<file path="config.mk">
export PLATFORM = sky130hd
export DESIGN_NAME = sprite_shape_rom
export DESIGN_NICKNAME = d
export VERILOG_FILES = /design/src/verilog/sprite_shape_rom.sv
export SDC_FILE = /design/constraint.sdc
export NUM_CORES = 1
export LEC_CHECK = 0
export BUFFER_PORTS_ARGS = -buffer_cell sky130_fd_sc_hd__buf_2
export CAP_MARGIN = 20
export CORE_AREA = 5 5 42 44
export DETAILED_ROUTE_END_ITERATION = 10
export DIE_AREA = 0 0 47 49
export MAX_ROUTING_LAYER = met4
export PLACE_DENSITY = 0.74
export SLEW_MARGIN = 20
export SYNTH_ARGS = -nofsm -noshare
export SYNTH_HDL_FRONTEND = slang
export SYNTH_SLANG_ARGS = --single-unit
</file>
<file path="constraint.sdc">
create_clock -name vclk -period 1.02
set_input_delay 0.051 -clock vclk [all_inputs]
set_output_delay 0.051 -clock vclk [all_outputs]
set_load 0.01 [all_outputs]
</file>
<file path="src/verilog/sprite_shape_rom.sv">
`timescale 1ns/1ps
`default_nettype none

module sprite_shape_rom (
  input  logic [5:0]  rom_addr, // {shape, row}
  output logic [15:0] rom_data  // bit 0 is the leftmost pixel
);

  logic [1:0] shape;
  logic [3:0] row;
  logic [15:0] figure_row;

  assign shape = rom_addr[5:4];
  assign row   = rom_addr[3:0];

  // little round figure, symmetric so bit order doesn't show
  always_comb begin
    case (row)
      4'h0: figure_row = 16'h07e0;
      4'h1: figure_row = 16'h1ff8;
      4'h2: figure_row = 16'h3ffc;
      4'h3: figure_row = 16'h799e;   // eyes
      4'h4: figure_row = 16'h799e;
      4'h5: figure_row = 16'h7ffe;
      4'h6: figure_row = 16'h7ffe;
      4'h7: figure_row = 16'h6ff6;
      4'h8: figure_row = 16'h77ee;   // mouth
      4'h9: figure_row = 16'h3c3c;
      4'ha: figure_row = 16'h1ff8;
      4'hb: figure_row = 16'h07e0;
      4'hc: figure_row = 16'h0180;   // neck
      4'hd: figure_row = 16'h0ff0;
      4'he: figure_row = 16'h0990;
      default: figure_row = 16'h1818; // feet
    endcase
  end

  always_comb begin
    case (shape)
      2'd0: rom_data = figure_row;
      2'd1: rom_data = 16'hffff;                                        // solid
      2'd2: rom_data = (row == 4'd0 || row == 4'd15) ? 16'hffff : 16'h8001; // frame
      default: rom_data = 16'h0001 << row;                              // diagonal
    endcase
  end

endmodule

`default_nettype wire

</file>
==> parameters.txt <==
Parameter                              Value

Synth
  Unique masters post-synth    30
  Post-Synth Simple-Gate Area    0.315
  Area of the mapped netlist    approximately 610 um2
  Dominant cells by area after synthesis    sky130_fd_sc_hd__ha_1 23%, sky130_fd_sc_hd__o21ai_0 9.1%, sky130_fd_sc_hd__a21oi_1 8.2%
  Synthesized instance count    90
  Post-Synthesis Net Count    107
  Area share of fa/ha/maj cells after synthesis    0.227
  Area fraction of the dominant cell type after synthesis    0.227
  Top cell type by total area after synthesis    sky130_fd_sc_hd__ha_1
  Mean cell area of the mapped netlist    a little under 7 um2
  Share of the synthesized netlist area taken by xor and xnor gates    0.0144
  Total number of yosys warnings    0
  Post-synthesis compound-gate area fraction    0.285
  Proportion of synthesized chip area in sequential cells    0
  Multiplexer share of the synthesized area    0.0515
  Dominant combinational cell family by area after synthesis    simple AND/OR/NAND/NOR gates

Floorplanning
  Die footprint    about 0.0023 mm2
  Area inside the core boundary    about 0.0014 mm2
  Effective utilization at floorplan    0.433
  Floorplan die width    ~47 um
  Row count    14
  Die extent in y    a little under 50 um
  Top Ports    22

GRT
  Antenna violations before repair    0
  Overall fraction of global-route tracks in use    0.189
  Met2 usage in global routing    0.328
  Busiest metal layer after global routing    met2
  GR met3 Demand/Resource    0.0148
  Number of global-route vias before repair    between 700 and 800
  Global-route wire length before repair    approximately 3400 um
  Gr ovfl total    0
  Met1 Usage GRT    0.235
  Maximum number of pins on one net before global-route repair    12

Placed design
  Number of input and output port buffers inserted    22
  GPL Wtd Cong    around 0.91
  Detailed placement HPWL    roughly 1600 um
  Worst setup slack before clock tree synthesis    -0.366 ns

Finish
  Post-layout util    0.788
  Register area    0 um2
  Area Growth Syn to Fin    82.1%
  Layout cells sized above 1    0.582
  Footprint of the multi-input gates    ~700 um2
  Final #Nets    153
  Number of clock buffers in the layout    0
  FFs & Latches    0
  Final-layout fill cell count    100
  Inserted Diodes    0

STA
  Share of the clock period used by the worst path    1.22
  Final Worst Setup Slack    -0.228 ns
  Final number of max-transition violations    0
  Fmax    801 MHz
  Worst-case hold slack    ~0.66 ns
  Transition time of the tightest slew-check pin    about 0.25 ns
  Final Hold Fails    0
  RSZ-0062 raised after global routing    yes
  Final setup violation count    14
  Max-Slew Margin vs Limit    0.828
  Shortest clock period the worst path allows after layout    about 1.2 ns
  Summed negative setup slack over all endpoints    -2.82 ns

Power
  PD cells    472 mW/mm2
  Peak supply drop    about 0.00025 V
  Leakage dissipation    around 0.00049 uW
  Total power after layout    between 500 and 600 uW

Routing
  Via-to-Cell Ratio    approximately 5.5
  Detailed-route via count    between 800 and 900
  Post-route ant nets    0
  Number of iterations in the first detailed-routing pass    4
  Detailed router's first-iteration violation count    28
  Routed length per instance    between 15 and 20 um
  Total wire length after detailed routing    2390 um
  Detailed-route DRC error count    0

Hold path
  Cell depth of the worst min-delay path    5
  Kind of path behind the tightest hold check    primary input to output port

Worst setup path
  Top fanout value on the critical path    4
  Worst Setup Path Type    primary input to output port
  Endpoint type of the worst setup path    output port
  Arrival time of the worst setup path    around 1.2 ns
  Startpoint type of the worst setup path    primary input
  Worst endpoint required time    slightly below 1 ns

Run status
  Failing checks    setup timing
  Outcome    finished with violations

Job
  Max capacitance violation total    0
-- path summary, 6_finish.rpt --
kind,slack (ns),endpoint,startpoint
max,-0.23,rom_data[7],rom_addr[4]
min,0.66,rom_data[12],rom_addr[3]
-- report_power, final --
| group | internal, uW | switching (uW) | leakage [uW] | total [uW] |
|---|---|---|---|---|
| registers | 0 | 0 | 0 | 0 |
| logic | 251 | 271 | 0.000492 | 522 |
| clock network | 0 | 0 | 0 | 0 |
-- layout make-up --
class                      instances  area share
multi-input combinational         78       0.626
timing repair buffer              48       0.319
inverter                           8      0.0362
tap                               16      0.0181
-- metrics by stage --
| stage | area, um2 | instances |
|---|---|---|
| after global placement | 862 | 145 |
| after floorplan | 609 | 90 |
| after global routing | 1100 | 150 |
| after detailed placement | 862 | 145 |
| after CTS | 1020 | 147 |
| final | 1100 | 150 |
-- placed cells by master (no fill, tap or decap), drive strengths merged --
cell type  count
o21ai         11
buf           48
nand4          2
o221a          1
nor2b          3
or2            2
o21bai         1
nor3           1
a311oi         2
mux2i          2
nand3          1
mux2           1
nand2         13
and2           1
a21oi         10
xnor2          1
nand2b         2
and2b          1
nand4bb        1
nor2           8
nand3b         1
ha            11
inv            8
a31oi          2
-- cells by family (layout without fill, tap and decap cells) --
kind of cell               after synthesis  in the layout
AOI/OAI and AO/OA                       27             27
adders and majority gates               11             11
and+or+nand+nor                         36             36
muxes                                    3              3
xor gates and xnor gates                 1              1
buffers and inverters                   12             56
-- critical path, stage by stage --
cell                        delay [ns]
sky130_fd_sc_hd__buf_8            0.11
sky130_fd_sc_hd__inv_6            0.05
sky130_fd_sc_hd__ha_4             0.13
sky130_fd_sc_hd__buf_6            0.10
sky130_fd_sc_hd__nand4bb_4        0.14
sky130_fd_sc_hd__a31oi_4          0.31
sky130_fd_sc_hd__nor2_2           0.08
sky130_fd_sc_hd__o21ai_1          0.08
sky130_fd_sc_hd__buf_2            0.15
-- cells in the mapped netlist (all sizes together) --
cell     number
a21oi        10
a311oi        2
a31oi         2
and2          1
and2b         1
buf           4
ha           11
inv           8
mux2          1
mux2i         2
nand2        13
nand2b        2
nand3         1
nand3b        1
nand4         2
nand4bb       1
nor2          8
nor2b         3
nor3          1
o21ai        11
o21bai        1
o221a         1
or2           2
xnor2         1
-- layer usage --
layer,up-vias,wire [um]
met4,0,26
met1,397,948
li1,397,-
met2,28,1270
met3,2,141
met5,-,0
-- timing repair --
item                       CTS  global route
resized for setup           40            20
pin swaps                    9             7
setup endpoints to repair   15            16
buffers inserted             2             3
hold buffers                 0             0
Note: power is estimated with default switching activity, not from simulation.
