<file path="config.mk">
export PLATFORM = sky130hd
export DESIGN_NAME = sprite_table
export DESIGN_NICKNAME = d
export VERILOG_FILES = /design/src/verilog/sprite_table.sv
export SDC_FILE = /design/constraint.sdc
export NUM_CORES = 1
export LEC_CHECK = 0
export BUFFER_PORTS_ARGS = -buffer_cell sky130_fd_sc_hd__clkbuf_2
export CAP_MARGIN = 20
export CORE_UTILIZATION = 34
export DETAILED_ROUTE_END_ITERATION = 12
export PLACE_DENSITY = 0.48
export SLEW_MARGIN = 20
export SYNTH_ARGS = -nofsm -noshare
export SYNTH_HDL_FRONTEND = slang
export SYNTH_SLANG_ARGS = --single-unit
</file>
<file path="constraint.sdc">
create_clock -name clk -period 2.6 [get_ports clk]
set_input_delay 0.13 -clock clk [delete_from_list [all_inputs] [get_ports clk]]
set_output_delay 0.13 -clock clk [all_outputs]
set_load 0.05 [all_outputs]
</file>
<file path="src/verilog/sprite_table.sv">
`timescale 1ns/1ps
`default_nettype none

module sprite_table (
  input  logic        clk,
  input  logic        reset,
  // host side, four-phase req/ack
  input  logic        host_req,
  input  logic [5:0]  host_addr,  // {sprite, word}
  input  logic [15:0] host_wdata,
  output logic        host_ack,
  // renderer side
  input  logic        load_busy,
  input  logic [5:0]  table_addr,
  output logic [15:0] table_data
);

  logic [15:0] mem [64]; // 2 words per sprite
  logic        host_write;

  // new request only while ack is low, and never during the frame load
  // so the renderer sees either the old or the new word, not a mix
  assign host_write = host_req && !host_ack && !load_busy;

  always_ff @(posedge clk) begin
    if (reset) begin
      host_ack <= 1'b0;
    end else if (host_write) begin
      host_ack <= 1'b1;                // same edge as the write
    end else if (!host_req) begin
      host_ack <= 1'b0;                // release once req has dropped
    end
  end

  always_ff @(posedge clk) begin
    if (host_write) begin
      mem[host_addr] <= host_wdata;
    end
    table_data <= mem[table_addr];     // registered read, 1 clock
  end

endmodule

`default_nettype wire

</file>
==> impl_metrics.py <==
metrics = {
    "placement": {
        "placed_area_sq_um": 43700,
        "port_buffers": 48,
        "gp_congestion": 0.796,
        "place_ws_ns": -0.0198,
        "hpwl_um": 64300,
    },
    "timing": {
        "rsz0062_at_grt": "false",
        "finalSetupViolations": 0,
        "skew_ns": 0.0407,
        "drv_slew": 0,
        "fin_crit_ns": 2.52,
        "fmax_mhz": 397,
        "holdWs_ns": 0.157,
        "period_share_pct": 96.9,
        "slew_headroom_pct": 23.5,
        "tightest_slew_ns": 1.15,
        "hold_viol": 0,
        "setup_ws_ns": 0.0796,
    },
    "logic_synthesis": {
        "ys_seq_area_share_pct": 76.8,
        "netlist_instances": 1849,
        "synth_top_family_by_area": "multiplexers",
        "synthTopCellsByArea": "edfxtp_1 76%, mux4_2 8.3%, mux4_1 3.4%, mux2i_1 3.1%, a22oi_1 0.96%",
        "synth.avg_cell_area_sq_um": 21.9,
        "syn_area_sq_um": 40500,
        "synth_edf_count": 1024,
        "yosys.area.top_type_share_pct": 76.0,
        "synth_seq_cells": 1041,
        "synth_fa_ha_area_share_pct": 0,
        "synthXorXnorAreaFrac_pct": 0,
        "synthSimpleGateAreaFrac_pct": 2.29,
        "syn_nets": 1881,
        "synth_warnings": 0,
        "async_flop_share_pct": 0,
        "yosysUniqueCellTypes": 42,
        "synth_compound_area_share_pct": 3.28,
        "synth_top_cell_by_area": "edfxtp_1",
        "synthFlopType": "edfxtp_1",
        "muxShareOfSynthArea_pct": 15.4,
    },
    "cts": {
        "cts_resized": 0,
        "cts_htree_levels": 3,
        "ctsHoldBuffers": 4,
        "cts.clk_slew.worst_paths_ns": 0.06,
        "postCtsSetupRepairBufs": 0,
        "clockRootBuffer": "clkbuf_16",
        "cts_tree": "built",
        "cts_max_path_buffers": 3,
        "numCtsBuffers": 107,
        "cts.sinks": 1041,
        "clk_latency_ns": 0.69,
    },
    "setup_path": {
        "cp.required_ns": 2.94,
        "cp-start-kind": "flop",
        "critPathCaptureType": "flop",
        "crit_path_max_incr_delay_ns": 0.56,
        "path_buf_inv": 2,
        "critPathKind": "flop to flop",
        "cpMostUsedCell": "buf_4",
        "path_delay_family": "simple AND/OR/NAND/NOR gates",
        "cp.arrival_ns": 2.86,
        "critical_path.slowest_cell": "nor4b_1",
        "worstPathMaxFanout": 16,
        "crit_path_cell_trace": "nor4b_1 -> buf_4 -> nand2_1 -> nor2_1 -> buf_4",
    },
    "power_and_ir_drop": {
        "p_per_area_nw_per_um2": 754,
        "clkPwrFrac_pct": 42.3,
        "power_frac_seq_pct": 52.2,
        "switching_share_pct": 21.4,
        "ir_worst_vdd_uv": 506,
        "combPwrFrac_pct": 5.6,
        "intPower_uw": 28000,
        "power_switching_uw": 7630,
        "leakagePower_uw": 0.0154,
    },
    "flow_run": {
        "maxCapViolCount": 0,
    },
    "cells_and_area": {
        "layout-drive-gt1-share_pct": 28.0,
        "finalNetCount": 2158,
        "stdcell_area_sq_um": 47200,
        "area_growth_pct": 16.6,
    },
    "detailed_routing": {
        "wl_per_cell_um": 27.8,
        "drt_iter0_drc": 1733,
        "firstDrtPassIters": 5,
        "drc_errors": 0,
        "viasPerCell": 5.19,
        "ant_nets": 0,
        "totalWireLength_um": 104000,
        "vias": 19500,
    },
    "floorplan": {
        "start_util_pct": 34.3,
        "die_h_um": 347,
        "die_w_um": 347,
        "ios": 49,
        "die-area_sq_um": 120000,
        "core_area_sq_um": 118000,
        "rows": 126,
    },
    "global_route": {
        "overflow": 0,
        "grt_pass1_vias": 20300,
        "antenna_found_initial": 6,
        "grt_pass1_wl_um": 149000,
        "track_usage_pct": 17.4,
        "grt_max_degree": 65,
    },
    "worst_hold_path": {
        "hold_path_class": "primary input to flop",
    },
    "outcome": {
        "status": "finished, final reports clean",
    },
}
==> per-stage QoR <==
step	utilization [%]	power, uW	std cells	setup TNS (ns)
2_1_floorplan	-	19900	1849	0
3_3_place_gp	37.0	20900	3549	-0.00833
3_5_place_dp	37.0	20900	3549	-0.0198
4_1_cts	39.9	36000	3750	0
5_1_grt	39.9	36700	3750	0
6_report	39.9	35600	3754	0
==> layout make-up <==
cell class | instances | area (sq um)
Clock inverter | 44 | 435
Fill cell | 10400 | 70900
Inverter | 1 | 3.75
Antenna cell | 4 | 10.0
Timing Repair Buffer | 273 | 2210
Tap cell | 1536 | 1920
Sequential cell | 1041 | 31100
Multi-Input combinational cell | 702 | 8510
Clock buffer | 153 | 2980
==> flip-flops by register name (all words and copies together), names as in the netlist <==
name / count
host_ack: 1
mem: 1024
table_data: 16
==> power by group through the flow <==
stage               Combinational (uW)  Clock (uW)  Sequential (uW)
CTS                               2030       15400            18600
global route                      2110       16000            18500
detailed placement                2020           0            18900
finish                            1990       15000            18600
global placement                  1990           0            18900
floorplan                          954           0            19000
==> synth_stat cells (2+ instances only) <==
cell type       instances
edfxtp_1             1024
clkbuf_8                7
and2_1                  2
mux4_1                 53
mux2i_1               124
or3b_2                  2
mux4_2                149
nand3_1                13
buf_12                 10
o221ai_1               11
a221oi_2               12
a221oi_1               32
a311oi_1                5
clkbuf_1               26
and3_1                 16
a211oi_2               11
a22oi_1                52
nand2_1                30
buf_6                  20
dlymetal6s2s_1          2
dfxtp_1                17
buf_2                  25
mux2_2                 21
nand3b_1                3
buf_1                   3
buf_4                   7
nor2b_1                23
buf_8                   2
a21oi_1                21
clkbuf_4                2
a211oi_1               11
nor2_1                 99
nor4_1                  5
==> placed cells by master, fill, tap and decap left out, types with 19 or more instances in the layout <==
| master | count |
|---|---|
| mux2_2 | 21 |
| buf_4 | 202 |
| clkbuf_2 | 40 |
| a21oi_1 | 21 |
| mux2i_1 | 124 |
| edfxtp_1 | 1024 |
| nor2b_1 | 22 |
| a22oi_1 | 52 |
| clkbuf_1 | 36 |
| clkinv_1 | 20 |
| a221oi_1 | 32 |
| nor2_1 | 89 |
| mux4_1 | 53 |
| mux4_2 | 149 |
| nand2_1 | 30 |
| clkbuf_16 | 110 |
| buf_12 | 19 |
==> path summary, 6_finish.rpt <==
path | slack, ns | cells after the start | startpoint | endpoint
setup reg to reg | 0.08 | 5 | host_ack | mem[18][0]
hold reg to reg | 0.86 | 4 | mem[40][14] | table_data[14]
setup / recovery | 0.08 | 5 | host_ack | mem[18][0]
hold / removal | 0.16 | 2 | host_wdata[9] | mem[54][9]
==> metal layers <==
metal	vias up	part of all wire [%]	GRT usage, %
li1	8392	-	-
met2	460	47	27.2
met4	6	2.2	5.14
met1	10500	46	25.0
met3	125	4.6	2.68
met5	-	0.033	0
==> logic make-up after synthesis <==
group | after synthesis
buffers and inverters | 106
multiplexers | 347
flip-flops | 1041
AO/OA/AOI/OAI | 156
AND/OR/NAND/NOR | 199
(Power assumes the default switching activity.)
