**src/verilog/sprite_pkg.sv**
```systemverilog
`default_nettype none

package sprite_pkg;

  // horizontal timing in clocks
  localparam logic [8:0] H_DISPLAY    = 9'd256;
  localparam logic [8:0] H_TOTAL      = 9'd309;
  localparam logic [8:0] H_SYNC_START = 9'd280;
  localparam logic [8:0] H_SYNC_END   = 9'd303; // first hpos after the pulse

  // vertical timing in lines
  localparam logic [8:0] V_DISPLAY    = 9'd240;
  localparam logic [8:0] V_TOTAL      = 9'd262;
  localparam logic [8:0] V_SYNC_START = 9'd244;
  localparam logic [8:0] V_SYNC_END   = 9'd247;

  localparam logic [8:0] LOAD_LINE    = 9'd260; // table copy happens here once per frame

  // sprite limits
  localparam int SPRITE_BITS  = 5;
  localparam int SPRITE_COUNT = 1 << SPRITE_BITS;
  localparam int SLOT_BITS    = 3;
  localparam int SLOT_COUNT   = 1 << SLOT_BITS; // sprites per line
  localparam int SPRITE_SIZE  = 16;

  // renderer schedule within a line
  localparam logic [8:0] SELECT_END  = 9'(2 * SPRITE_COUNT);      // 2 clocks per sprite
  localparam logic [8:0] LOAD_CYCLES = 9'(2 * SPRITE_COUNT + 8);
  localparam int         SLOT_SETUP  = 8;
  localparam int         SLOT_CYCLES = SLOT_SETUP + SPRITE_SIZE;  // 24 per slot
  localparam logic [8:0] RENDER_END  = 9'(2 * SPRITE_COUNT + SLOT_COUNT * SLOT_CYCLES);

  typedef logic [3:0] color_t; // 0 is transparent for sprites

  typedef struct packed {
    logic [7:0] ypos;
    logic [7:0] xpos;
  } sprite_pos_t; // table word 0

  typedef struct packed {
    logic [9:0] reserved;
    logic [1:0] shape;
    color_t     color;
  } sprite_attr_t; // table word 1

  typedef union packed {
    sprite_pos_t  pos;
    sprite_attr_t attr;
  } sprite_word_u;

  localparam color_t GRID_COLOR  = 4'd8;
  localparam color_t FIELD_COLOR = 4'd1;

endpackage

`default_nettype wire

```
**src/verilog/beam_if.sv**
```systemverilog
`timescale 1ns/1ps
`default_nettype none

// raster position shared by every block that follows the beam
interface beam_if;
  logic [8:0] hpos;
  logic [8:0] vpos;
  logic       hsync;      // active high
  logic       vsync;      // active high
  logic       display_on; // inside the 256x240 area

  modport source (output hpos, vpos, hsync, vsync, display_on);
  modport sink   (input  hpos, vpos, hsync, vsync, display_on);
endinterface

`default_nettype wire

```
**src/verilog/pixel_mixer.sv**
```systemverilog
`timescale 1ns/1ps
`default_nettype none

module pixel_mixer
  import sprite_pkg::*;
(
  input  logic       clk,
  input  logic       reset,
  beam_if.sink       beam,
  input  color_t     sprite_color,
  input  color_t     field_color,
  output logic [3:0] rgb,
  output logic       hsync,
  output logic       vsync
);

  logic   disp_d1;  // beam flags one clock back, in step with the colours
  logic   hsync_d1;
  logic   vsync_d1;
  color_t pixel;

  // opaque sprite pixel beats the playfield
  assign pixel = (sprite_color != 4'd0) ? sprite_color : field_color;

  always_ff @(posedge clk) begin
    if (reset) begin
      disp_d1  <= 1'b0;
      hsync_d1 <= 1'b0;
      vsync_d1 <= 1'b0;
      rgb      <= '0;
      hsync    <= 1'b0;
      vsync    <= 1'b0;
    end else begin
      disp_d1  <= beam.display_on;
      hsync_d1 <= beam.hsync;
      vsync_d1 <= beam.vsync;
      rgb      <= disp_d1 ? pixel : 4'd0; // blank outside 256x240
      hsync    <= hsync_d1;               // 2 clocks behind the beam in all
      vsync    <= vsync_d1;
    end
  end

endmodule

`default_nettype wire

```
**src/flat_wrapper.sv**
```systemverilog
// flat-port wrapper written by rule: the top's interface ports become plain ports
module pixel_mixer_flat import sprite_pkg::*;
  (clk, reset, sprite_color, field_color, rgb, hsync, vsync, beam_hpos, beam_vpos, beam_hsync, beam_vsync, beam_display_on);
  beam_if beam_i ();
  input  logic clk;
  input  logic reset;
  input  color_t sprite_color;
  input  color_t field_color;
  output logic [3:0] rgb;
  output logic hsync;
  output logic vsync;
  input wire logic [$bits(beam_i.hpos)-1:0] beam_hpos;
  input wire logic [$bits(beam_i.vpos)-1:0] beam_vpos;
  input wire logic [$bits(beam_i.hsync)-1:0] beam_hsync;
  input wire logic [$bits(beam_i.vsync)-1:0] beam_vsync;
  input wire logic [$bits(beam_i.display_on)-1:0] beam_display_on;
  assign beam_i.hpos = beam_hpos;
  assign beam_i.vpos = beam_vpos;
  assign beam_i.hsync = beam_hsync;
  assign beam_i.vsync = beam_vsync;
  assign beam_i.display_on = beam_display_on;
  pixel_mixer u_core (.clk(clk), .reset(reset), .beam(beam_i), .sprite_color(sprite_color), .field_color(field_color), .rgb(rgb), .hsync(hsync), .vsync(vsync));
endmodule
```
**config.mk**
```make
export PLATFORM = sky130hd
export DESIGN_NAME = pixel_mixer_flat
export DESIGN_NICKNAME = d
export VERILOG_FILES = /design/src/verilog/sprite_pkg.sv /design/src/verilog/beam_if.sv /design/src/verilog/pixel_mixer.sv /design/src/flat_wrapper.sv
export SDC_FILE = /design/constraint.sdc
export NUM_CORES = 1
export LEC_CHECK = 0
export ABC_AREA = 1
export BUFFER_PORTS_ARGS = -buffer_cell sky130_fd_sc_hd__buf_4
export CORE_AREA = 8 8 45 47
export DETAILED_ROUTE_END_ITERATION = 12
export DIE_AREA = 0 0 53 55
export GPL_ROUTABILITY_DRIVEN = 0
export PLACE_DENSITY = 0.69
export SLEW_MARGIN = 10
export SYNTH_ARGS = -nofsm -noshare
export SYNTH_HDL_FRONTEND = slang
export SYNTH_SLANG_ARGS = --single-unit
```
**constraint.sdc**
```tcl
create_clock -name clk -period 0.8 [get_ports clk]
set_clock_uncertainty 0.15 [all_clocks]
set_input_delay 0.04 -clock clk [delete_from_list [all_inputs] [get_ports clk]]
set_output_delay 0.04 -clock clk [all_outputs]
set_load 0.02 [all_outputs]
```
==> flow_summary.toml <==
[worst_setup_path]
r2r-start = "u_core.disp_d1"
path_buf_inv = 1
cp_top_family = "flip-flops"
regToRegSetupSlack_ps = 30
critPathSlowestCell = "dfxtp_2"
crit_type = "reg -> out"
cp.required_ps = 610
cp-end-kind = "primary output"
r2r_cells = 2
crit_start = "u_core.vsync"
cpPeakStageDelay_ps = 320
start_kind = "flip-flop"
arrival_ps = 690
cp_cell_sequence = "buf_6"
r2r_end = "u_core.rgb[2]"
cp_max_fo = 1

[sta]
report.final.slew_viol_count = 0
rsz0062_at_grt = "yes"
setup_viol = 6
maxSlewHeadroom_pct = 89.43
fin_ws_ps = -81.71
worst_hold_slack_ps = -110.5
period_minus_slack_ps = 881.7
timing.fmax_ghz = 1.134
fin_crit_sh_pct = 110.2
hold_viol = 4
tns_ps = -470.8
worst_pin_slew_ps = 158.4

[power_and_ir_drop]
combPwrFrac_pct = 14.1
power.total_uw = 941.6
p_sw_uw = 202.6
peakVddDrop_mv = 0.8725
power-per-cell-area_mw_per_mm2 = 1703
clock_power_share_pct = 35.6
switching_share_pct = 21.52
p_leak_nw = 0.2785
power_frac_seq_pct = 50.3
p_int_uw = 739.0

[cells_and_area]
fin_area_sq_um = 553.0
fillCellCount = 149
fin_util_pct = 39.96
layout_common_cells = "12 x buf_4, 10 x inv_1, 6 x buf_6, 6 x dfxtp_2, 5 x nor2_1"
layout_commonest_cell = "buf_4"
drive_above_1_share_pct = 49.18
area.growth.synth_to_final_pct = 85.71
antenna_cells = 0
fin_nets = 93
fin_cells = 77

[route]
drtAntennaViolNets = 0
avgRoutedWirePerCell_microns = 9.026
drt_first_pass_iters = 2
vias_per_cell = 3.844
wl_microns = 695
vias = 296
drc = 0
drt_iter0_drc = 2

[yosys]
synthMuxAreaShare_pct = 0
yosysUniqueCellTypes = 8
synth_top_family_by_area = "simple AND/OR/NAND/NOR gates"
syn_avg_cell_area_sq_um = 8.508
synth_seq_cells = 9
synth_fa_ha_area_share_pct = 0
netlist_area_sq_um = 297.8
synth_cells = 35
synth-compound-area-share_pct = 6.723
syn_nets = 66
synthSimpleGateAreaFrac_pct = 20.17
yosysWarnings = 0
ys_seq_area_share_pct = 60.50
synth_xor_area_share_pct = 0

[place]
numPortBuffers = 18
place_worst_setup_slack_ps = -8.067
place_area_sq_um = 452.9
place_inst = 69
dpl.hpwl_microns = 548.2

[global_routing]
grt.overflow.total = 0
grt_max_degree = 7
first_global_vias = 253
antenna_found_initial = 0
track_usage_pct = 5.044
grt_pass1_wl_microns = 979

[outcome]
violations = "negative hold slack, negative setup slack"
status = "complete, but fails checks"

[clock_network]
htree_levels = 1
clk_pin_slew_worst_paths_ps = 60
clock_sinks = 9
cts_tree = "yes"
cts_buffers = 3
clkLatencyLatePin_ps = 250
clk_path_buf_depth = 2
post_cts_buffers = 0
root_buffer = "clkbuf_4"

[floorplanning]
die_area_sq_mm = 0.002915
core_sq_mm = 0.001384
io_pins = 37
fp.dieW_microns = 53
num_rows = 14
initial_utilization_pct = 21.52
die_height_microns = 55

[min_path]
whs_endpoint = "u_core.rgb[3]"
holdPathStages = 3
hp-class = "in -> reg"
hold_start = "sprite_color[3]"

[flow_run]
drv_cap = 0
-- sequential cells by signal, indices dropped and copies added (netlist names) --
signal / cells
u_core.disp_d1: 1
u_core.hsync: 1
u_core.vsync_d1: 1
u_core.hsync_d1: 1
u_core.rgb: 4
u_core.vsync: 1
-- power groups by stage --
stage	registers, mW	clock network [mW]	logic [mW]
6_report	0.474	0.335	0.133
5_1_grt	0.475	0.385	0.144
4_1_cts	0.474	0.349	0.129
3_5_place_dp	0.480	0	0.112
3_3_place_gp	0.480	0	0.110
2_1_floorplan	0.492	0	0.0267
-- cell families after synthesis --
group	Yosys count
flops	9
simple gates	12
compound gates	4
buf+inv	10
-- how the worst max path moves through the flow --
stage / depth (start not counted) / end
final: 1 / vsync
after global routing: 1 / rgb[2]
after CTS: 1 / hsync
after detailed placement: 4 / u_core.rgb[1]
after global placement: 4 / u_core.rgb[3]
after floorplan: 2 / u_core.rgb[0]
-- synthesized netlist by cell type, drive strengths merged --
master / count / area [sq um]
inv: 10 / 37.54
dfxtp: 9 / 180.2
nor2: 7 / 36.29
a21oi: 4 / 20.02
nand3: 4 / 20.02
nand2: 1 / 3.750
-- repair_timing --
item | CTS | global route
resized for setup | 12 | 1
hold buffers | 3 | 1
setup endpoints to repair | 6 | 7
hold endpoints to repair | 9 | 6
-- metal layers --
layer / global-route usage [%] / part of all wire, %
met5: 0 / 0
met4: 0 / 0
met3: 5.882 / 14
met2: 9.180 / 51
met1: 3.528 / 35
-- cell type report --
class,instances,area [sq um],share of cell area (%)
repair buffers,22,197.7,35.75
clock buffers,4,26.28,4.751
multi-input cells,16,83.83,15.16
flip-flops and latches,9,187.7,33.94
well taps,16,20.02,3.620
inverters,10,37.54,6.787
No activity file was read; power rests on OpenSTA's default activity.
