==> src/verilog/sprite_pkg.sv <==
`default_nettype none

package sprite_pkg;

  // horizontal timing in clocks
  localparam logic [8:0] H_DISPLAY    = 9'd256;
  localparam logic [8:0] H_TOTAL      = 9'd309;
  localparam logic [8:0] H_SYNC_START = 9'd280;
  localparam logic [8:0] H_SYNC_END   = 9'd303; // first hpos after the pulse

  // vertical timing in lines
  localparam logic [8:0] V_DISPLAY    = 9'd240;
  localparam logic [8:0] V_TOTAL      = 9'd262;
  localparam logic [8:0] V_SYNC_START = 9'd244;
  localparam logic [8:0] V_SYNC_END   = 9'd247;

  localparam logic [8:0] LOAD_LINE    = 9'd260; // table copy happens here once per frame

  // sprite limits
  localparam int SPRITE_BITS  = 5;
  localparam int SPRITE_COUNT = 1 << SPRITE_BITS;
  localparam int SLOT_BITS    = 3;
  localparam int SLOT_COUNT   = 1 << SLOT_BITS; // sprites per line
  localparam int SPRITE_SIZE  = 16;

  // renderer schedule within a line
  localparam logic [8:0] SELECT_END  = 9'(2 * SPRITE_COUNT);      // 2 clocks per sprite
  localparam logic [8:0] LOAD_CYCLES = 9'(2 * SPRITE_COUNT + 8);
  localparam int         SLOT_SETUP  = 8;
  localparam int         SLOT_CYCLES = SLOT_SETUP + SPRITE_SIZE;  // 24 per slot
  localparam logic [8:0] RENDER_END  = 9'(2 * SPRITE_COUNT + SLOT_COUNT * SLOT_CYCLES);

  typedef logic [3:0] color_t; // 0 is transparent for sprites

  typedef struct packed {
    logic [7:0] ypos;
    logic [7:0] xpos;
  } sprite_pos_t; // table word 0

  typedef struct packed {
    logic [9:0] reserved;
    logic [1:0] shape;
    color_t     color;
  } sprite_attr_t; // table word 1

  typedef union packed {
    sprite_pos_t  pos;
    sprite_attr_t attr;
  } sprite_word_u;

  localparam color_t GRID_COLOR  = 4'd8;
  localparam color_t FIELD_COLOR = 4'd1;

endpackage

`default_nettype wire

==> src/verilog/beam_if.sv <==
`timescale 1ns/1ps
`default_nettype none

// raster position shared by every block that follows the beam
interface beam_if;
  logic [8:0] hpos;
  logic [8:0] vpos;
  logic       hsync;      // active high
  logic       vsync;      // active high
  logic       display_on; // inside the 256x240 area

  modport source (output hpos, vpos, hsync, vsync, display_on);
  modport sink   (input  hpos, vpos, hsync, vsync, display_on);
endinterface

`default_nettype wire

==> src/verilog/sprite_line_renderer.sv <==
`timescale 1ns/1ps
`default_nettype none

module sprite_line_renderer
  import sprite_pkg::*;
(
  input  logic        clk,
  input  logic        reset,
  beam_if.sink        beam,
  output logic [5:0]  table_addr,
  input  logic [15:0] table_data,
  output logic        load_busy,
  output logic [5:0]  rom_addr,
  input  logic [15:0] rom_data,
  output color_t      sprite_color
);

  // frame copy of the sprite table
  logic [7:0] spr_xpos  [SPRITE_COUNT];
  logic [7:0] spr_ypos  [SPRITE_COUNT];
  logic [1:0] spr_shape [SPRITE_COUNT];
  color_t     spr_color [SPRITE_COUNT];
  logic       table_loaded;   // nothing drawn until the first copy

  logic         load_line;
  logic         load_valid;   // table_data holds word load_idx
  logic [5:0]   load_idx;
  sprite_word_u table_word;

  // line selection
  logic [SPRITE_BITS-1:0] sel_index;
  logic [8:0]             sel_yofs;   // vpos - ypos of sel_index, negative reads as large
  logic                   sel_take;
  logic [SLOT_BITS:0]     slot_count; // msb set once all slots are full
  logic [SPRITE_BITS-1:0] slot_sprite [SLOT_COUNT];
  logic [3:0]             slot_yofs   [SLOT_COUNT];
  logic [SLOT_COUNT-1:0]  slot_active;

  // slot drawing
  logic                   draw_line;
  logic                   rnd_on;
  logic [4:0]             rnd_phase;  // 0..23 within a slot
  logic [SLOT_BITS-1:0]   rnd_slot;
  logic [SPRITE_BITS-1:0] cur_sprite;
  logic [3:0]             cur_yofs;
  logic                   cur_on;
  logic [8:0]             wr_x;       // bit 8 set past the right edge
  logic [15:0]            out_bitmap;
  color_t                 out_color;
  logic                   pix_write;

  color_t     line_buf [512]; // two 256-pixel halves picked by vpos[0]
  logic [8:0] rd_idx;
  logic [8:0] wr_idx;

  assign load_line  = (beam.vpos == LOAD_LINE);
  assign load_busy  = load_line && (beam.hpos < LOAD_CYCLES);
  assign table_addr = beam.hpos[5:0];  // only meaningful in the load window
  assign table_word = table_data;

  // lines 256 and up never draw, so line 0 stays empty
  assign draw_line = !beam.vpos[8] && table_loaded;
  assign sel_index = beam.hpos[SPRITE_BITS:1]; // 2 clocks per sprite
  assign sel_take  = draw_line && (beam.hpos < SELECT_END) && beam.hpos[0]
                     && (sel_yofs < 9'(SPRITE_SIZE)) && !slot_count[SLOT_BITS];
  assign rnd_on    = draw_line && (beam.hpos >= SELECT_END) && (beam.hpos < RENDER_END);

  assign pix_write = rnd_on && (rnd_phase >= 5'(SLOT_SETUP)) && out_bitmap[0] && !wr_x[8];
  assign wr_idx    = {~beam.vpos[0], wr_x[7:0]}; // back half feeds line v+1
  assign rd_idx    = {beam.vpos[0], beam.hpos[7:0]};

  always_ff @(posedge clk) begin
    if (reset) begin
      load_valid   <= 1'b0;
      table_loaded <= 1'b0;
      slot_count   <= '0;
      slot_active  <= '0;
      rnd_phase    <= '0;
      rnd_slot     <= '0;
    end else begin
      load_valid <= load_line && (beam.hpos < SELECT_END); // 64 words
      if (load_valid && load_idx == 6'd63)
        table_loaded <= 1'b1;
      if (draw_line && beam.hpos == 9'd0) begin
        slot_count  <= '0;  // fresh slot list every line
        slot_active <= '0;
      end else if (sel_take) begin
        slot_active[slot_count[SLOT_BITS-1:0]] <= 1'b1;
        slot_count <= slot_count + 1'b1;
      end
      if (beam.hpos == SELECT_END - 9'd1) begin
        rnd_phase <= '0;
        rnd_slot  <= '0;
      end else if (rnd_on) begin
        if (rnd_phase == 5'(SLOT_CYCLES - 1)) begin
          rnd_phase <= '0;
          rnd_slot  <= rnd_slot + 1'b1;
        end else begin
          rnd_phase <= rnd_phase + 5'd1;
        end
      end
    end
  end

  // copy the table, even words hold position and odd words the attributes
  always_ff @(posedge clk) begin
    load_idx <= table_addr;
    if (load_valid) begin
      if (!load_idx[0]) begin
        spr_xpos[load_idx[5:1]] <= table_word.pos.xpos;
        spr_ypos[load_idx[5:1]] <= table_word.pos.ypos;
      end else begin
        spr_shape[load_idx[5:1]] <= table_word.attr.shape;
        spr_color[load_idx[5:1]] <= table_word.attr.color;
      end
    end
  end

  always_ff @(posedge clk) begin
    sel_yofs <= beam.vpos - {1'b0, spr_ypos[sel_index]}; // even clock, checked on the odd one
    if (sel_take) begin
      slot_sprite[slot_count[SLOT_BITS-1:0]] <= sel_index;
      slot_yofs[slot_count[SLOT_BITS-1:0]]   <= sel_yofs[3:0];
    end
  end

  // 8 setup clocks then 16 pixels per slot
  always_ff @(posedge clk) begin
    if (rnd_on) begin
      if (rnd_phase < 5'(SLOT_SETUP)) begin
        case (rnd_phase[2:0])
          3'd0: begin
            cur_sprite <= slot_sprite[rnd_slot];
            cur_yofs   <= slot_yofs[rnd_slot];
            cur_on     <= slot_active[rnd_slot];
          end
          3'd1: begin
            wr_x     <= {1'b0, spr_xpos[cur_sprite]};
            rom_addr <= {spr_shape[cur_sprite], cur_yofs};
          end
          3'd2: begin
            out_bitmap <= cur_on ? rom_data : 16'h0000; // empty slot draws nothing
            out_color  <= spr_color[cur_sprite];
          end
          default: ;
        endcase
      end else begin
        out_bitmap <= out_bitmap >> 1; // next pixel to the right
        wr_x       <= wr_x + 9'd1;
      end
    end
  end

  // front half is read and cleared behind the beam, back half takes the slots
  always_ff @(posedge clk) begin
    sprite_color     <= line_buf[rd_idx];
    line_buf[rd_idx] <= '0;
    if (pix_write)
      line_buf[wr_idx] <= out_color; // later slot overwrites
  end

endmodule

`default_nettype wire

==> src/flat_wrapper.sv <==
// flat-port wrapper written by rule: the top's interface ports become plain ports
module sprite_line_renderer_flat import sprite_pkg::*;
  (clk, reset, table_addr, table_data, load_busy, rom_addr, rom_data, sprite_color, beam_hpos, beam_vpos, beam_hsync, beam_vsync, beam_display_on);
  beam_if beam_i ();
  input  logic clk;
  input  logic reset;
  output logic [5:0] table_addr;
  input  logic [15:0] table_data;
  output logic load_busy;
  output logic [5:0] rom_addr;
  input  logic [15:0] rom_data;
  output color_t sprite_color;
  input wire logic [$bits(beam_i.hpos)-1:0] beam_hpos;
  input wire logic [$bits(beam_i.vpos)-1:0] beam_vpos;
  input wire logic [$bits(beam_i.hsync)-1:0] beam_hsync;
  input wire logic [$bits(beam_i.vsync)-1:0] beam_vsync;
  input wire logic [$bits(beam_i.display_on)-1:0] beam_display_on;
  assign beam_i.hpos = beam_hpos;
  assign beam_i.vpos = beam_vpos;
  assign beam_i.hsync = beam_hsync;
  assign beam_i.vsync = beam_vsync;
  assign beam_i.display_on = beam_display_on;
  sprite_line_renderer u_core (.clk(clk), .reset(reset), .beam(beam_i), .table_addr(table_addr), .table_data(table_data), .load_busy(load_busy), .rom_addr(rom_addr), .rom_data(rom_data), .sprite_color(sprite_color));
endmodule
==> config.mk <==
export PLATFORM = sky130hd
export DESIGN_NAME = sprite_line_renderer_flat
export DESIGN_NICKNAME = d
export VERILOG_FILES = /design/src/verilog/sprite_pkg.sv /design/src/verilog/beam_if.sv /design/src/verilog/sprite_line_renderer.sv /design/src/flat_wrapper.sv
export SDC_FILE = /design/constraint.sdc
export NUM_CORES = 2
export LEC_CHECK = 0
export ABC_AREA = 0
export BUFFER_PORTS_ARGS = -buffer_cell sky130_fd_sc_hd__buf_4
export CORE_UTILIZATION = 43
export CTS_BUF_LIST = sky130_fd_sc_hd__clkbuf_2 sky130_fd_sc_hd__clkbuf_4 sky130_fd_sc_hd__clkbuf_8
export DETAILED_ROUTE_END_ITERATION = 8
export SLEW_MARGIN = 5
export SYNTH_ARGS = -nofsm -noshare
export SYNTH_HDL_FRONTEND = slang
export SYNTH_SLANG_ARGS = --single-unit
==> constraint.sdc <==
create_clock -name clk -period 4.1 [get_ports clk]
set_input_delay 0.205 -clock clk [delete_from_list [all_inputs] [get_ports clk]]
set_output_delay 0.205 -clock clk [all_outputs]
set_load 0.005 [all_outputs]
==> results.sh <==
export IMPL_outcome="finished clean"
export IMPL_synth_most_common_cell="edfxtp_1"
export IMPL_gr_usage_all_layers=0.2608
export IMPL_skew_ns=0.07785
export IMPL_clock_path_buffers=4
export IMPL_dp_slack_ns=0.3214
export IMPL_syn_to_final_growth_pct=12.88
export IMPL_max_vdd_ir_drop_uv=282.3
export IMPL_dr_pass1_iters=8
export IMPL_dieArea_um2=295000
export IMPL_muxShareOfSynthArea=0.1462
export IMPL_slew_headroom=0.1601
export IMPL_power_internal_mw=46.46
export IMPL_power_frac_seq=0.543
export IMPL_num_rows=198
export IMPL_min_period_ns=3.896
export IMPL_synthCells=8342
export IMPL_total_power_mw=59.76
export IMPL_dr_total_vias=78380
export IMPL_numCtsBuffers=467
export IMPL_ys_seq_area_frac=0.6908
export IMPL_crit_type="reg -> reg"
export IMPL_synth_commonest_cells="2869 x edfxtp_1, 2214 x nor2_1, 694 x mux4_2, 557 x o22ai_1, 556 x clkbuf_1"
export IMPL_yosys_area_share_adder=0.001948
export IMPL_synth_top_family_by_area="multiplexers"
export IMPL_fin_tns_setup_ns=0
export IMPL_antenna_left=0
export IMPL_start_util=0.4325
export IMPL_syn_area_um2=125900
export IMPL_rsz0062_at_grt="no"
export IMPL_synth_compound_area_frac=0.04421
export IMPL_path_cells="buf_4 -> nor3_1 -> nand2_1 -> o22ai_1"
export IMPL_final_util=0.4882
export IMPL_cts_sinks=2910
export IMPL_multi_input_area_um2=35570
export IMPL_place_congestion=0.8933
export IMPL_die_x_um=543.1
export IMPL_ys_async_sr_fraction=0
export IMPL_yosys_top_cells_area="edfxtp_1 68%, mux4_2 12%, nor2_1 6.6%"
export IMPL_crit_buf_inv=1
export IMPL_synth_top_area_frac=0.6843
export IMPL_p_leak_nw=37.89
export IMPL_ys_warn_count=0
export IMPL_vias_per_cell=6.115
export IMPL_syn_area_per_cell_um2=15.09
export IMPL_hold_viol=0
export IMPL_cp_required_ns=4.80
export IMPL_ioPinCount=72
export IMPL_grt_pass1_vias=78900
export IMPL_grt_max_degree=111
export IMPL_crit_fanout=16
export IMPL_yosys_cell_types_count=71
export IMPL_drive_gt1_frac=0.2238
export IMPL_place_inst=11880
export IMPL_port_buffer_count=68
export IMPL_grt_pass1_wl_um=555300
export IMPL_critPathLaunchType="flop"
export IMPL_synth_flop_cell="edfxtp_1"
export IMPL_dpl_cell_area_um2=132000
export IMPL_wl_um=389000
export IMPL_setup_viol=0
export IMPL_fill_cells=24580
export IMPL_critPathSlowestCell="nor3_1"
export IMPL_p_comb_frac=0.035
export IMPL_clock_fmax_mhz=256.7
export IMPL_crit_path_end_kind="flop"
export IMPL_worstSkewPairLatency_ns=1.15
export IMPL_design_area_um2=142100
export IMPL_path_clk_slew_ns=0.07
export IMPL_finalNonFillerCells=12820
export IMPL_place_hpwl_um=237700
export IMPL_grt_ovfl_total=0
export IMPL_critPathArrivalTime_ns=4.60
export IMPL_h_tree_depth=5
export IMPL_synth_edf_count=2869
export IMPL_yosysTopAreaCell="edfxtp_1"
export IMPL_setup_slack_ns=0.2036
export IMPL_clkPwrFrac=0.421
export IMPL_drv_cap=0
export IMPL_finalMaxSlewViolations=0
export IMPL_synth_nets=8416
export IMPL_cp_top_family="simple AND/OR/NAND/NOR gates"
export IMPL_switching_share=0.2225
export IMPL_regArea_um2=86970
export IMPL_worstMarginPinSlew_ns=1.260
export IMPL_synthSimpleGateAreaFrac=0.08533
export IMPL_period_share=0.9503
export IMPL_core_um2=291100
export IMPL_power_density_nw_per_um2=420.5
export IMPL_cts_tree="done"
export IMPL_yosys_register_bits=2910
export IMPL_r2r_setup_slack_ns=0.20
export IMPL_timing_hold_ws_ns=0.09074
export IMPL_synthXorXnorAreaFrac=0.001391
export IMPL_antenna_found_initial=17
export IMPL_max_stage_delay_ns=0.98
export IMPL_die_h_um=543.1
export IMPL_p_switching_mw=13.30
export IMPL_cts_root_buf="clkbuf_8"
export IMPL_hold_path_class="in -> reg"
export IMPL_fin_nets=8614
export IMPL_wire_per_inst_um=30.35
export IMPL_drc_errors=0
export IMPL_first_iter_violations=10500
-- metal layers --
| layer | track usage | up-vias | wire [um] |
|---|---|---|---|
| met3 | 0.05725 | 976 | 40190 |
| met4 | 0.1203 | 14 | 19830 |
| li1 | - | 32210 | - |
| met2 | 0.4192 | 4755 | 183800 |
| met5 | 0 | - | 103 |
| met1 | 0.3383 | 40420 | 145100 |
-- registers in the layout, indices dropped and copies added, names as in the netlist, 4 cells and up --
name / flops
u_core.cur_sprite: 5
u_core.cur_yofs: 4
u_core.line_buf: 2048
u_core.load_idx: 6
u_core.out_bitmap: 16
u_core.out_color: 4
u_core.rnd_phase: 5
u_core.rom_addr: 6
u_core.sel_yofs: 9
u_core.slot_active: 8
u_core.slot_count: 4
u_core.slot_sprite: 40
u_core.slot_yofs: 32
u_core.spr_color: 128
u_core.spr_shape: 64
u_core.spr_xpos: 256
u_core.spr_ypos: 256
u_core.sprite_color: 4
u_core.wr_x: 9
-- cell usage in the layout (no fill, tap or decap), types with 44 or more instances in the layout --
master,synthesis,layout
buf_12,3,82
mux2i_1,258,258
buf_4,51,372
mux4_2,694,694
nor2_1,2214,2183
a22oi_1,97,97
nand2_1,326,304
clkbuf_4,0,173
o22ai_1,557,557
dlygate4sd3_1,0,87
edfxtp_1,2869,2869
clkinv_2,0,44
clkbuf_8,0,478
nand3_1,71,63
clkinv_1,1,106
a21oi_1,49,49
-- worst reg2reg max path, cell delays in order (launching register included) --
cell      delay [ns]
edfxtp_1        0.77
buf_4           0.37
nor3_1          0.98
nand2_1         0.74
o22ai_1         0.66
-- what timing repair did --
item / CTS / global route
hold buffers: 87 / 0
gates resized for setup: 0 / 0
endpoints found under the hold margin: 821 / 0
setup buffers: 0 / 0
-- cells by family (layout without fill, tap and decap cells) --
logic type      after synthesis  after routing
compound gates              855            855
xor+xnor                     20             20
fa+ha+maj                    19             19
buf+inv                     828           1399
flops                      2910           2910
mux                         969            969
other cells                   0              5
simple gates               2741           2741
-- power groups by stage --
stage / Clock [mW] / Combinational (mW) / Sequential (mW)
finish: 25.2 / 2.12 / 32.5
global route: 26.7 / 2.17 / 32.5
CTS: 25.4 / 2.08 / 32.5
detailed placement: 0 / 1.98 / 33.1
global placement: 0 / 1.97 / 33.1
floorplan: 0 / 1.03 / 33.1
-- final timing paths --
kind	startpoint	end	cells past startpoint
worst min-delay path	beam_hpos[6]	u_core.sprite_color[0]	5
worst max register to register	u_core.wr_x[6]	u_core.line_buf[43][0]	4
worst min register to register	u_core.cur_yofs[2]	u_core.rom_addr[2]	0
worst max-delay path	u_core.wr_x[6]	u_core.line_buf[43][0]	4
-- layout make-up --
| cell class | count | share of cell area |
|---|---|---|
| sequential | 2910 | 0.6120 |
| multi-input combinational | 4604 | 0.2503 |
| clock buffer | 651 | 0.05543 |
| timing repair buffer | 545 | 0.03772 |
| tap | 3900 | 0.03434 |
| clock inverter | 191 | 0.009834 |
| inverter | 12 | 0.0003169 |
| antenna | 5 | 0.00008804 |
Power figures use the tool's default switching activity.
